File: src/source/panelPkg.sv
`default_nettype none

package panelPkg;

    // panel geometry, two halves of 16 rows by 64 columns
    localparam int PanelWidth = 64;
    localparam int HalfHeight = 16;
    localparam int RowBits = 4;
    localparam int ColumnBits = 6;

    // binary-coded modulation over the top four bits of each channel
    localparam int PlaneCount = 4;
    localparam int PlaneBits = 2;
    localparam int BrightnessBits = 4;

    // memory organization
    localparam int ByteBits = 8;
    localparam int BankBits = 2;
    localparam int BankCount = 1 << BankBits;
    localparam int IndexBits = RowBits + ColumnBits;
    localparam int BankDepth = HalfHeight * PanelWidth;
    localparam int ByteAddrBits = 12;
    localparam int ReadLatency = 2;

    // scan timing
    // shift state covers 64 reads plus the read pipeline drain
    localparam int ShiftCount = PanelWidth + ReadLatency;
    localparam int ShiftCountBits = 7;
    // longest on-time is 16 << 3 = 128 cycles, counted down from 127
    localparam int OnTimeBits = BrightnessBits + PlaneCount - 1;

    // config register select
    localparam logic SelectEnable = 1'b0;
    localparam logic SelectBrightness = 1'b1;

    // memory view of a host byte address
    // byteSel 1 is the high byte of the RGB565 pixel
    typedef struct packed {
        logic                  half;
        logic [RowBits-1:0]    row;
        logic [ColumnBits-1:0] column;
        logic                  byteSel;
    } PixelAddrFields;

    // host sees a flat byte address, frame buffer splits it into bank and index
    typedef union packed {
        logic [ByteAddrBits-1:0] flat;
        PixelAddrFields          fields;
    } PixelAddr;

    typedef struct packed {
        logic                valid;
        PixelAddr            addr;
        logic [ByteBits-1:0] data;
    } HostWrite;

    typedef struct packed {
        logic                valid;
        logic                select;
        logic [ByteBits-1:0] data;
    } ConfigWrite;

    typedef struct packed {
        logic                      enable;
        logic [BrightnessBits-1:0] brightness;
    } ScanSettings;

    typedef struct packed {
        logic [4:0] red;
        logic [5:0] green;
        logic [4:0] blue;
    } Rgb565;

    typedef struct packed {
        Rgb565 top;
        Rgb565 bottom;
    } ColumnPair;

    typedef struct packed {
        logic               shiftStrobe;
        logic [2:0]         rgbTop;
        logic [2:0]         rgbBottom;
        logic               latch;
        logic               blank;
        logic [RowBits-1:0] rowAddr;
    } PanelDrive;

    typedef enum logic [1:0] {
        ScanIdle,
        ScanShift,
        ScanLatch,
        ScanDisplay
    } ScanState;

endpackage

`default_nettype wire
File: src/source/panelConfig.sv
`default_nettype none

module panelConfig
    import panelPkg::*;
(
    input  wire logic       ClockA,
    input  wire logic       rstN,
    input  wire ConfigWrite cfgWrite,
    output ScanSettings     settings
);

    // register file of two entries
    // enable lives in bit 0 of its write data
    // brightness lives in the low nibble
    always_ff @(posedge ClockA) begin
        if (!rstN) begin
            settings.enable <= 1'b0;
            settings.brightness <= '0;
        end else if (cfgWrite.valid) begin
            // select picks the register, the other one holds
            if (cfgWrite.select == SelectBrightness) begin
                settings.brightness <= cfgWrite.data[BrightnessBits-1:0];
            end else begin
                settings.enable <= cfgWrite.data[0];
            end
        end
    end

    // a write strobe is the only way the scan settings move
    settingsNeedStrobe: assert property (
        @(posedge ClockA) disable iff (!rstN)
        (settings != $past(settings)) |-> $past(cfgWrite.valid)
    ) else $error("scan settings changed without a config strobe");

endmodule

`default_nettype wire

File: config.mk
export PLATFORM = sky130hd
export DESIGN_NAME = panelConfig
export DESIGN_NICKNAME = d
export VERILOG_FILES = /design/src/source/panelPkg.sv /design/src/source/panelConfig.sv
export SDC_FILE = /design/constraint.sdc
export NUM_CORES = 1
export LEC_CHECK = 0
export BUFFER_PORTS_ARGS = -buffer_cell sky130_fd_sc_hd__clkbuf_2
export CAP_MARGIN = 20
export CORE_AREA = 2 2 39 41
export CTS_CLUSTER_DIAMETER = 80
export DETAILED_ROUTE_END_ITERATION = 6
export DIE_AREA = 0 0 41 43
export REMOVE_ABC_BUFFERS = 1
export SLEW_MARGIN = 30
export SYNTH_ARGS = -nofsm -noshare
export SYNTH_HDL_FRONTEND = slang
export SYNTH_SLANG_ARGS = --single-unit
File: constraint.sdc
create_clock -name ClockA -period 0.8 [get_ports ClockA]
set_input_delay 0 -clock ClockA [delete_from_list [all_inputs] [get_ports ClockA]]
set_output_delay 0 -clock ClockA [all_outputs]
set_load 0.02 [all_outputs]
==> reports/results.txt <==
status -> finished clean
post-synth top area share -> 51.0%
Final nets -> 53
Diodes inserted -> 0
CP Buf/Inv Count -> 1
number of H-tree levels -> 1
Synth cell types -> 8
clock skew -> 0 ns
CTS buffer count -> 3
antenna violations before repair -> 0
global route overflow -> 0
Initial DRC Count -> 3
site row count -> 14
period utilization -> 91.6%
maximum vdd drop -> 0.000824 V
Clk pin slew, worst setup/hold paths -> 0.04 ns
CTS tree -> done
unrepaired setup endpoints after global routing -> no
wire per inst -> 8.20 µm
Slew HR -> 89.0%
grt met3 use -> 7.85%
CP delay by family, top -> flip-flops
measured slew at the worst slew-check pin -> 0.165 ns
DP HPWL -> 358 µm
height of the die -> 43 µm
# resized after CTS -> 0
Final ANT Viol Nets -> 0
first-pass GRT wire length -> 696 µm
Longest Clk Path Bufs -> 2
max-cap violation count -> 0
Largest Register -> settings
Setup CP Type -> reg -> out
setup bufs post-CTS -> 0
Vias -> 215
WP data arrival -> 0.73 ns
required time worst endpoint -> 0.80 ns
M2 GR Usage -> 7.81%
Synth area leaders -> dfxtp_1 (51%), nand2_1 (11%), mux2i_1 (10%)
Ys Warns -> 0
Worst Path Max Fanout -> 2
LEAKAGE -> 0.149 nW
share of cells above drive strength 1 -> 40.0%
largest net degree at the start of global routing -> 10
sequential area share after synthesis -> 51.0%
P per Cell Area -> 1970 nW/µm²
Crit path largest cell delay -> 0.33 ns
GRT Resource Usage Total -> 6.72%
#FFs+latches synth -> 5
Top-Level Pins -> 17
Fin Setup TNS -> 0 ns
layer with the highest usage -> met3
Critical-path top delay cell -> dfxtp_1
DRC violations left -> 0
Placer Congestion -> 0.649
Worst setup EP type -> output port
largest registers -> settings x5
number of detailed-route iterations in the first pass -> 2
# fillers -> 154
Hold-fix buffers, CTS -> 3
vias in the first global route -> 195
die area -> 1760 µm²
layout overhead on the synthesized area -> 66.9%
FMAX -> 1.37 GHz
IO Port Bufs -> 12
dominant cell type by area after synthesis -> dfxtp_1
Post-DP Area -> 272 µm²
post-layout minimum cycle time -> 0.733 ns
worst min-delay path class -> in -> reg
Initial Utilization -> 14.2%
Final Cell Area -> 328 µm²
final hold vios -> 0
met1 GRT Util -> 6.73%
Final Setup Violations -> 0
max reg flops -> 5
Synth Instances -> 22
post-synthesis cell area -> 196 µm²
clock sink total -> 5
DIE WIDTH -> 41 µm
Clock Latency Late Sink -> 0.24 ns
syn_area_per_cell -> 8.93 µm²
CTS root buf -> clkbuf_4
Vias/cell -> 3.84
core area -> 1380 µm²
Max Slew Vio Count -> 0
DRT Wirelength -> 459 µm
CP Cell Sequence -> clkbuf_2
Startpoint Class -> flip-flop
==> cells in the mapped netlist <==
| cell | n |
|---|---|
| o21ai_1 | 3 |
| nand2_1 | 6 |
| buf_2 | 1 |
| and2_4 | 1 |
| dfxtp_1 | 5 |
| nor2b_1 | 1 |
| mux2i_1 | 2 |
| nand4_1 | 3 |
==> report_power, final <==
| part | internal (mW) | switching [mW] |
|---|---|---|
| Sequential | 0.263 | 0.00543 |
| Combinational | 0.0427 | 0.0465 |
| Clock | 0.188 | 0.101 |
| Total | 0.494 | 0.153 |
==> routing by layer <==
metal / up-vias / share of wire (%) / wire length, µm
li1: 115 / - / -
met3: 0 / 17 / 79
met1: 85 / 45 / 205
met4: 0 / 0 / 0
met5: - / 0 / 0
met2: 15 / 38 / 174
==> final timing paths <==
check / cells past startpoint / slack (ns) / to / from
worst max register to register: 2 / 0.23 / settings[0]$_SDFFE_PN0P_ / settings[0]$_SDFFE_PN0P_
worst min register to register: 2 / 0.45 / settings[1]$_SDFFE_PN0P_ / settings[1]$_SDFFE_PN0P_
worst max-delay path: 1 / 0.07 / settings[0] / settings[0]$_SDFFE_PN0P_
worst min-delay path: 3 / 0.03 / settings[4]$_SDFFE_PN0P_ / cfgWrite[0]
==> layout by cell type (no fill, tap or decap), drive strengths merged <==
cell,synthesis,layout
and2,1,1
clkbuf,0,16
dfxtp,5,5
dlygate4sd3,0,3
mux2i,2,2
nand2,6,6
nand4,3,3
nor2b,1,1
o21ai,3,3
==> cells by family after synthesis <==
kind of cell    share of synthesized area, %
simple gates                            28.7
flops                                   51.0
compound gates                          7.64
mux                                     10.2
buf+inv                                 2.55
==> layout make-up <==
cell class / count / area [µm²] / area share, %
well taps: 16 / 20.0 / 6.11
repair buffers: 15 / 90.1 / 27.5
flip-flops and latches: 5 / 100 / 30.5
multi-input cells: 16 / 91.3 / 27.9
clock buffers: 4 / 26.3 / 8.02
==> stage by stage <==
step	hold WS, ns	instances	power, mW	utilization (%)	setup slack, ns
floorplan	0.141	21	0.310	-	0.144
global placement	0.240	49	0.351	19.6	0.247
detailed placement	0.246	49	0.352	19.6	0.222
CTS	0.0280	56	0.666	23.7	0.0549
global route	0.0452	56	0.692	23.7	0.0251
finish	0.0265	56	0.646	23.7	0.0675
Note: power is estimated with default switching activity, not from simulation.
