File: src/source/panelPkg.sv
`default_nettype none

package panelPkg;

    // panel geometry, two halves of 16 rows by 64 columns
    localparam int PanelWidth = 64;
    localparam int HalfHeight = 16;
    localparam int RowBits = 4;
    localparam int ColumnBits = 6;

    // binary-coded modulation over the top four bits of each channel
    localparam int PlaneCount = 4;
    localparam int PlaneBits = 2;
    localparam int BrightnessBits = 4;

    // memory organization
    localparam int ByteBits = 8;
    localparam int BankBits = 2;
    localparam int BankCount = 1 << BankBits;
    localparam int IndexBits = RowBits + ColumnBits;
    localparam int BankDepth = HalfHeight * PanelWidth;
    localparam int ByteAddrBits = 12;
    localparam int ReadLatency = 2;

    // scan timing
    // shift state covers 64 reads plus the read pipeline drain
    localparam int ShiftCount = PanelWidth + ReadLatency;
    localparam int ShiftCountBits = 7;
    // longest on-time is 16 << 3 = 128 cycles, counted down from 127
    localparam int OnTimeBits = BrightnessBits + PlaneCount - 1;

    // config register select
    localparam logic SelectEnable = 1'b0;
    localparam logic SelectBrightness = 1'b1;

    // memory view of a host byte address
    // byteSel 1 is the high byte of the RGB565 pixel
    typedef struct packed {
        logic                  half;
        logic [RowBits-1:0]    row;
        logic [ColumnBits-1:0] column;
        logic                  byteSel;
    } PixelAddrFields;

    // host sees a flat byte address, frame buffer splits it into bank and index
    typedef union packed {
        logic [ByteAddrBits-1:0] flat;
        PixelAddrFields          fields;
    } PixelAddr;

    typedef struct packed {
        logic                valid;
        PixelAddr            addr;
        logic [ByteBits-1:0] data;
    } HostWrite;

    typedef struct packed {
        logic                valid;
        logic                select;
        logic [ByteBits-1:0] data;
    } ConfigWrite;

    typedef struct packed {
        logic                      enable;
        logic [BrightnessBits-1:0] brightness;
    } ScanSettings;

    typedef struct packed {
        logic [4:0] red;
        logic [5:0] green;
        logic [4:0] blue;
    } Rgb565;

    typedef struct packed {
        Rgb565 top;
        Rgb565 bottom;
    } ColumnPair;

    typedef struct packed {
        logic               shiftStrobe;
        logic [2:0]         rgbTop;
        logic [2:0]         rgbBottom;
        logic               latch;
        logic               blank;
        logic [RowBits-1:0] rowAddr;
    } PanelDrive;

    typedef enum logic [1:0] {
        ScanIdle,
        ScanShift,
        ScanLatch,
        ScanDisplay
    } ScanState;

endpackage

`default_nettype wire
File: src/source/scanDriver.sv
`default_nettype none

module scanDriver
    import panelPkg::*;
(
    input  wire logic                 ClockA,
    input  wire logic                 rstN,
    input  wire ScanSettings          settings,
    output logic                      readEnable,
    output logic [IndexBits-1:0]      readIndex,
    input  wire ColumnPair            columnData,
    output PanelDrive                 drive
);

    ScanState state;

    // position in the frame
    logic [RowBits-1:0] row;
    logic [PlaneBits-1:0] plane;
    // counts reads, then the drain cycles of the read pipeline
    logic [ShiftCountBits-1:0] column;

    // row currently shown on the panel
    logic [RowBits-1:0] shownRow;

    // display countdown and its load value
    logic [OnTimeBits-1:0] onCount;
    logic [OnTimeBits:0] onTime;

    // one bit per read in flight, aligned with columnData at the top
    logic [ReadLatency-1:0] validPipe;
    logic strobe;

    // pick this plane's bits from one pixel
    // red and blue use bits 1..4, green uses bits 2..5
    function automatic logic [2:0] planeBits(
        input Rgb565                pixel,
        input logic [PlaneBits-1:0] p
    );
        return {pixel.red[p + 1], pixel.green[p + 2], pixel.blue[p + 1]};
    endfunction

    // on-time is (brightness + 1) << plane
    assign onTime = ((OnTimeBits + 1)'(settings.brightness) + 1'b1) << plane;

    // reads only in the first 64 cycles of shift
    assign readEnable = (state == ScanShift) && (column < ShiftCountBits'(PanelWidth));
    assign readIndex = {row, column[ColumnBits-1:0]};

    assign strobe = validPipe[ReadLatency-1];

    always_ff @(posedge ClockA) begin
        if (!rstN || !settings.enable) begin
            // clearing enable aborts the scan in the next cycle
            state <= ScanIdle;
            row <= '0;
            plane <= '0;
            column <= '0;
            shownRow <= '0;
            onCount <= '0;
            validPipe <= '0;
        end else begin
            validPipe <= {validPipe[ReadLatency-2:0], readEnable};
            case (state)
                ScanIdle: begin
                    state <= ScanShift;
                end
                ScanShift: begin
                    if (column == ShiftCountBits'(ShiftCount - 1)) begin
                        // last strobe is out, latch the row just shifted
                        column <= '0;
                        shownRow <= row;
                        state <= ScanLatch;
                    end else begin
                        column <= column + 1'b1;
                    end
                end
                ScanLatch: begin
                    // brightness is sampled here for the whole display stretch
                    onCount <= OnTimeBits'(onTime - 1'b1);
                    state <= ScanDisplay;
                end
                ScanDisplay: begin
                    if (onCount == '0) begin
                        // planes inner, rows outer, both wrap
                        plane <= plane + 1'b1;
                        if (plane == PlaneBits'(PlaneCount - 1)) begin
                            row <= row + 1'b1;
                        end
                        state <= ScanShift;
                    end else begin
                        onCount <= onCount - 1'b1;
                    end
                end
                default: begin
                    state <= ScanIdle;
                end
            endcase
        end
    end

    // panel lines
    always_comb begin
        drive.shiftStrobe = strobe;
        // colour lines stay low between strobes
        drive.rgbTop = strobe ? planeBits(columnData.top, plane) : 3'b000;
        drive.rgbBottom = strobe ? planeBits(columnData.bottom, plane) : 3'b000;
        drive.latch = (state == ScanLatch);
        drive.blank = (state != ScanDisplay);
        drive.rowAddr = shownRow;
    end

    // the read pipeline is empty by the time latch fires
    latchAfterShift: assert property (
        @(posedge ClockA) disable iff (!rstN)
        !(drive.latch && drive.shiftStrobe)
    ) else $error("latch overlaps a shift strobe");

    // never latch onto a lit row
    latchWhileBlank: assert property (
        @(posedge ClockA) disable iff (!rstN)
        drive.latch |-> drive.blank
    ) else $error("latch while panel unblanked");

    // frame buffer is only read while shifting
    readOnlyInShift: assert property (
        @(posedge ClockA) disable iff (!rstN)
        readEnable |-> (state == ScanShift)
    ) else $error("frame buffer read outside shift");

endmodule

`default_nettype wire

File: config.mk
export PLATFORM = sky130hd
export DESIGN_NAME = scanDriver
export DESIGN_NICKNAME = d
export VERILOG_FILES = /design/src/source/panelPkg.sv /design/src/source/scanDriver.sv
export SDC_FILE = /design/constraint.sdc
export NUM_CORES = 1
export LEC_CHECK = 0
export BUFFER_PORTS_ARGS = -buffer_cell sky130_fd_sc_hd__buf_4
export CAP_MARGIN = 20
export CELL_PAD_IN_SITES_DETAIL_PLACEMENT = 0
export CELL_PAD_IN_SITES_GLOBAL_PLACEMENT = 2
export CORE_MARGIN = 10
export CORE_UTILIZATION = 30
export CTS_BUF_LIST = sky130_fd_sc_hd__clkbuf_2 sky130_fd_sc_hd__clkbuf_4 sky130_fd_sc_hd__clkbuf_8
export CTS_CLUSTER_DIAMETER = 50
export CTS_CLUSTER_SIZE = 12
export DETAILED_ROUTE_END_ITERATION = 10
export GPL_ROUTABILITY_DRIVEN = 1
export PLACE_DENSITY_LB_ADDON = 0.1
export SLEW_MARGIN = 10
export SYNTH_ARGS = -nofsm -noshare
export SYNTH_HDL_FRONTEND = slang
export SYNTH_SLANG_ARGS = --single-unit
File: constraint.sdc
create_clock -name ClockA -period 2.8 [get_ports ClockA]
set_clock_uncertainty 0.05 [all_clocks]
set_input_delay 0.42 -clock ClockA [delete_from_list [all_inputs] [get_ports ClockA]]
set_output_delay 0.42 -clock ClockA [all_outputs]
set_load 0.005 [all_outputs]
==> results of run 1 <==
==> cell families (layout without fill, tap and decap cells) <==
kind of cell | count (synthesis) | after routing | share of synthesized area
and+or+nand+nor | 87 | 87 | 0.2322
AOI/OAI and AO/OA | 49 | 49 | 0.1632
DFF | 28 | 28 | 0.2947
buffers and inverters | 22 | 72 | 0.06973
muxes | 15 | 15 | 0.1191
xor gates and xnor gates | 12 | 12 | 0.05527
adders and majority gates | 10 | 10 | 0.06579
==> path summary, 6_finish.rpt <==
check | startpoint | to | slack, ns | cells past startpoint
worst max-delay path | plane[0] | drive[8] | 0.32 | 5
worst min-delay path | settings[4] | validPipe[1] | 0.36 | 2
worst max register to register | plane[0] | onCount[6] | 0.55 | 8
worst min register to register | validPipe[0] | validPipe[1] | 0.44 | 1
==> flip-flops by register name, summed over array words and instances (netlist names) <==
signal and cells:
validPipe 2, column 7, shownRow 4, row 4, onCount 7, plane 2, state 2
==> worst max-delay path: cells and delay by family (launching register included) <==
kind                       cells  cell delay, ns
DFF                            1            0.59
adders and majority gates      1            0.40
and+or+nand+nor                2            0.40
AOI/OAI and AO/OA              1            0.20
buffers and inverters          1            0.15
==> routing by layer <==
metal / vias to the layer above / GRT usage
met2: 46 / 0.1438
met3: 2 / 0.01938
met4: 0 / 0.02315
met1: 801 / 0.1472
li1: 891 / -
met5: - / 0
==> cell usage in the layout, fill, tap and decap left out, types with 4 or more instances in the layout <==
master / Yosys / layout
nand2_1: 23 / 23
a21boi_0: 4 / 4
nand4_1: 5 / 5
nor2b_1: 5 / 5
ha_1: 10 / 10
buf_4: 9 / 62
o21ai_0: 10 / 10
nand3_1: 10 / 10
nor3_1: 4 / 4
xor2_1: 9 / 9
and2_1: 4 / 4
dfxtp_1: 28 / 28
mux4_2: 6 / 6
inv_1: 6 / 6
mux2i_1: 8 / 8
nor2_1: 21 / 21
a21oi_1: 18 / 18
==> cell type report <==
type,instances,share of cell area
multi-input cells,173,0.4990
flip-flops and latches,28,0.2314
repair buffers,62,0.1921
well taps,75,0.03874
clock buffers,3,0.01705
clock inverters,1,0.01240
inverters,6,0.009298
==> per-stage QoR <==
step	area [um2]	cells	setup slack, ns
floorplan	1902	223	0.6351
global placement	2351	344	0.2419
detailed placement	2351	344	0.2213
CTS	2422	348	0.2900
global route	2422	348	0.03388
finish	2422	348	0.3249
==> power breakdown <==
group          switching [mW]  internal, mW  leakage [nW]  total [mW]
Sequential            0.00451         0.402         0.226       0.406
Combinational          0.0586        0.0679         0.737       0.126
Clock                   0.128         0.191        0.0357       0.319
==> results_dict.tcl, run 1 <==
set metrics [dict create \
    dr.pass1.iters 4 \
    power_uw 852.0 \
    clk_pin_slew_ns 0.10 \
    synth_cell_type_count 47 \
    slowest_delay_ns 0.59 \
    nets 323 \
    yosys.area.top_type_share 0.2947 \
    wl_met2_um 2135 \
    drc_errors 0 \
    tightest_slew_ns 0.6053 \
    timing.hold.ws_ns 0.3550 \
    fmax_ghz 0.4040 \
    fillers 674 \
    cp.arrival_ns 2.01 \
    yosysWarningCount 0 \
    h-tree-depth 1 \
    regArea_um2 560.5 \
    wl_met3_um 255 \
    rsz0062_at_grt "no" \
    postCtsHoldBufs 0 \
    top_layer "met4" \
    grt_max_degree 18 \
    insertion_delay_ns 0.27 \
    n_antenna_cell 0 \
    p_leak_nw 0.9985 \
    grt.total_usage 0.09991 \
    initial_core_util 0.3156 \
    multiInputGateArea_um2 1209 \
    hold_viol 0 \
    cts.sinks 28 \
    cts_resized 0 \
    crit_path_end_kind "output pin" \
    vias 1740 \
    place_hpwl_um 4147 \
    ios 63 \
    syn_avg_cell_area_um2 8.528 \
    path_cells "ha_1 > nor2b_1 > nand3_1 > a21boi_0 > buf_4" \
    setup_violations 0 \
    synth_cells 223 \
    fin_crit_sh 0.8840 \
    ys_dominant_reg_cell "dfxtp_1" \
    synth_commonest_cells "dfxtp_1 (28), nand2_1 (23), nor2_1 (21)" \
    synth_seq_cells 28 \
    antenna_found_initial 0 \
    synth_top_cell_by_area "dfxtp_1" \
    syn-num-nets 272 \
    numCtsBuffers 3 \
    required_ns 2.33 \
    gp_congestion 0.7446 \
    grt_pass1_vias 1674 \
    die_x_um 99.62 \
    portBuffers 58 \
    cp_max_fo 8 \
    hp-class "in -> reg" \
    tns_ns 0 \
    post-cts-setup-buffers 0 \
    grt_pass1_wl_um 8466 \
    rows 28 \
    drt_first_iter_violations 86 \
    maxSlewHeadroom 0.5955 \
    ir_worst_vdd_mv 0.2048 \
    cp-start-kind "flip-flop" \
    routedWlPerCell_um 15.01 \
    synthToLayoutAreaGrowth_pct 27.37 \
    min_period_ns 2.475 \
    core_um2 6026 \
    gr-total-overflow 0 \
    yosysMostFrequentCell "dfxtp_1" \
    clk_path_buf_depth 2 \
    p_per_area_nw_per_um2 351.7 \
    netlist_top_cells_area "dfxtp_1 (29%), mux4_2 (7.1%), ha_1 (6.6%)" \
    chipHeight_um 99.62 \
    slew_viol_final 0 \
    outcome "completed" \
    via_per_inst 5.000 \
    wl_met1_um 2807 \
    routed_wirelength_um 5222 \
    drive_above_1_share 0.2894 \
    die_area_um2 9924 \
    cap_violations 0 \
    crit_type "reg -> out" \
    clockRootBuffer "clkbuf_8" \
    netlist_area_um2 1902 \
    cts_tree "done" \
    seq_area_frac_synth 0.2947 \
    crit_slowest_cell "dfxtp_1" \
    ant_nets 0 \
    fin_util 0.4020 \
    synth_edf_count 0 \
    async_reset_ff_frac 0 \
]
Power figures use the tool's default switching activity.
==> run 2, diff against run 1 <==
ABC_AREA = 1   (was unset)
BUFFER_PORTS_ARGS = unset   (was -buffer_cell sky130_fd_sc_hd__buf_4)
DONT_BUFFER_PORTS = 1   (was unset)
HOLD_SLACK_MARGIN = 0.03   (was unset)
==> results_dict.tcl, run 2 <==
set metrics [dict create \
    r2r_cells 12 \
    drive_above_1_share 0.08571 \
    synthToLayoutAreaGrowth_pct 4.610 \
    yosys.area.top_type_share 0.2909 \
    grt.total_usage 0.09942 \
    initial_core_util 0.3070 \
    nets 330 \
    clockPowerShare 0.392 \
    layout.cells.non_filler 357 \
    clockRootBuffer "clkbuf_8" \
    p_switching_uw 195.3 \
    drt_first_iter_violations 77 \
    hold_depth 2 \
    grt_pass1_wl_um 8355 \
    tightest_slew_ns 0.4499 \
    worstHoldEndpoint "validPipe[1]" \
    n_antenna_cell 0 \
    ir_worst_vdd_mv 0.2466 \
    cap_violations 0 \
    fmax_ghz 0.4414 \
    power_frac_comb 0.110 \
    async_reset_ff_frac 0 \
    insertion_delay_ns 0.28 \
    seq_area_frac_synth 0.2909 \
    p_seq_frac 0.498 \
    required_ns 2.33 \
    post-cts-setup-buffers 0 \
    routed_wirelength_um 5066 \
    gp_congestion 0.7014 \
    yosysWarningCount 0 \
    reg2reg_to "onCount[4]" \
    vias 1750 \
    chipHeight_um 100.1 \
    fin_crit_sh 0.8092 \
    ys_dominant_reg_cell "dfxtp_1" \
    routedWlPerCell_um 14.19 \
    rows 29 \
    rsz0062_at_grt "no" \
    grt_max_degree 22 \
    ios 63 \
    min_from "validPipe[0]" \
    hold_viol 0 \
    mostFrequentLayoutCells "nor2_1 (46), inv_1 (38), nand2_1 (37)" \
    crit_path_end_kind "output pin" \
    outcome "completed" \
    die_area_um2 10030 \
    tns_ns 0 \
    synth_cell_type_count 34 \
    synth_seq_cells 28 \
    synth_cells 289 \
    synth_edf_count 0 \
    grt_pass1_vias 1684 \
    setup_violations 0 \
    cp.arrival_ns 1.80 \
    swShare 0.2373 \
    ant_nets 0 \
    p_leak_nw 0.8748 \
    min_period_ns 2.266 \
    h-tree-depth 1 \
    syn-num-nets 338 \
    synth_top_cell_by_area "dfxtp_1" \
    die_x_um 100.1 \
    clk_path_buf_depth 2 \
    cts_resized 0 \
    netlist_area_um2 1927 \
    cts_tree "done" \
    p_per_area_nw_per_um2 408.3 \
    antenna_found_initial 0 \
    place_hpwl_um 4053 \
    dr.pass1.iters 4 \
    cp_max_fo 21 \
    syn_avg_cell_area_um2 6.667 \
    dp_cells 353 \
    via_per_inst 4.902 \
    synth_commonest_cells "nor2_1 (46), inv_1 (38), nand2_1 (37)" \
    netlist_top_cells_area "dfxtp_1 (29%), nor2_1 (9.0%), inv_1 (7.4%)" \
    yosysMostFrequentCell "nor2_1" \
    regArea_um2 560.5 \
    portBuffers 0 \
    r2r-start "state[0]" \
    reg.largest.list "column: 7 flops, onCount: 7 flops" \
    reg2reg_setup_slack_ns 0.82 \
    cts.sinks 28 \
    p_int_uw 627.7 \
    drc_errors 0 \
    fillers 721 \
    hp-class "reg -> reg" \
    final_common_cell "nor2_1" \
    gr-total-overflow 0 \
    maxSlewHeadroom 0.6997 \
    crit_type "reg -> out" \
    core_um2 6277 \
    clk_pin_slew_ns 0.10 \
    cp-start-kind "flip-flop" \
    multiInputGateArea_um2 1111 \
    postCtsHoldBufs 0 \
    slew_viol_final 0 \
    numCtsBuffers 3 \
]
==> run 2: worst max path at each step <==
| stage | start | end | slack (ns) | cells past startpoint |
|---|---|---|---|---|
| after floorplan | state[0] | onCount[4] | 0.96 | 12 |
| after global placement | state[0] | onCount[4] | 0.79 | 12 |
| after detailed placement | state[0] | onCount[4] | 0.80 | 12 |
| after CTS | plane[0] | drive[11] | 0.50 | 7 |
| after global routing | plane[0] | drive[11] | 0.33 | 7 |
| final | plane[0] | drive[11] | 0.53 | 7 |
==> run 2: kinds of logic after synthesis <==
logic type               after synthesis  synth area share
XOR/XNOR                               1          0.004546
adder cells (fa/ha/maj)               10           0.06494
buffers and inverters                 57            0.1325
AO/OA/AOI/OAI                         67            0.2065
AND/OR/NAND/NOR                      126            0.3006
flip-flops                            28            0.2909
==> run 2: power by group through the flow <==
| stage | Sequential [mW] | Combinational (mW) | Clock (mW) |
|---|---|---|---|
| after floorplan | 0.418 | 0.0747 | 0 |
| after global placement | 0.420 | 0.0920 | 0 |
| after detailed placement | 0.420 | 0.0919 | 0 |
| after CTS | 0.410 | 0.0922 | 0.336 |
| after global routing | 0.411 | 0.106 | 0.347 |
| final | 0.410 | 0.0904 | 0.323 |
==> run 2: cell type report <==
cell class                 instances  area share
sequential                        28      0.2781
clock buffer                       3     0.02048
clock inverter                     1     0.01490
timing repair buffer               3     0.01117
inverter                          41     0.07635
multi-input combinational        204      0.5512
tap                               77     0.04780
==> run 2: metal layers <==
| layer | vias up | wire [um] | global-route usage |
|---|---|---|---|
| li1 | 928 | - | - |
| met1 | 780 | 2136 | 0.1157 |
| met2 | 37 | 2417 | 0.1682 |
| met3 | 5 | 453 | 0.03365 |
| met4 | 0 | 59 | 0.02935 |
| met5 | - | 0 | 0 |
==> run 2: metrics by stage <==
| step | setup slack, ns | utilization | power [mW] | area (um2) | hold slack, ns |
|---|---|---|---|---|---|
| after floorplan | 0.9571 | - | 0.4922 | 1927 | 0.3436 |
| after global placement | 0.7900 | 0.3097 | 0.5116 | 1944 | 0.3530 |
| after detailed placement | 0.8044 | 0.3097 | 0.5114 | 1944 | 0.3540 |
| after CTS | 0.4979 | 0.3211 | 0.8388 | 2016 | 0.3700 |
| after global routing | 0.3293 | 0.3211 | 0.8644 | 2016 | 0.3973 |
| final | 0.5343 | 0.3211 | 0.8229 | 2016 | 0.3659 |
==> run 2: worst max-delay path: stages, from the launching register on <==
cell and delay [ns]:
dfxtp_1 0.44, buf_4 0.24, inv_2 0.17, nor2_1 0.23, nand2_1 0.09, a21oi_1 0.14, o21ai_0 0.10, inv_1 0.09
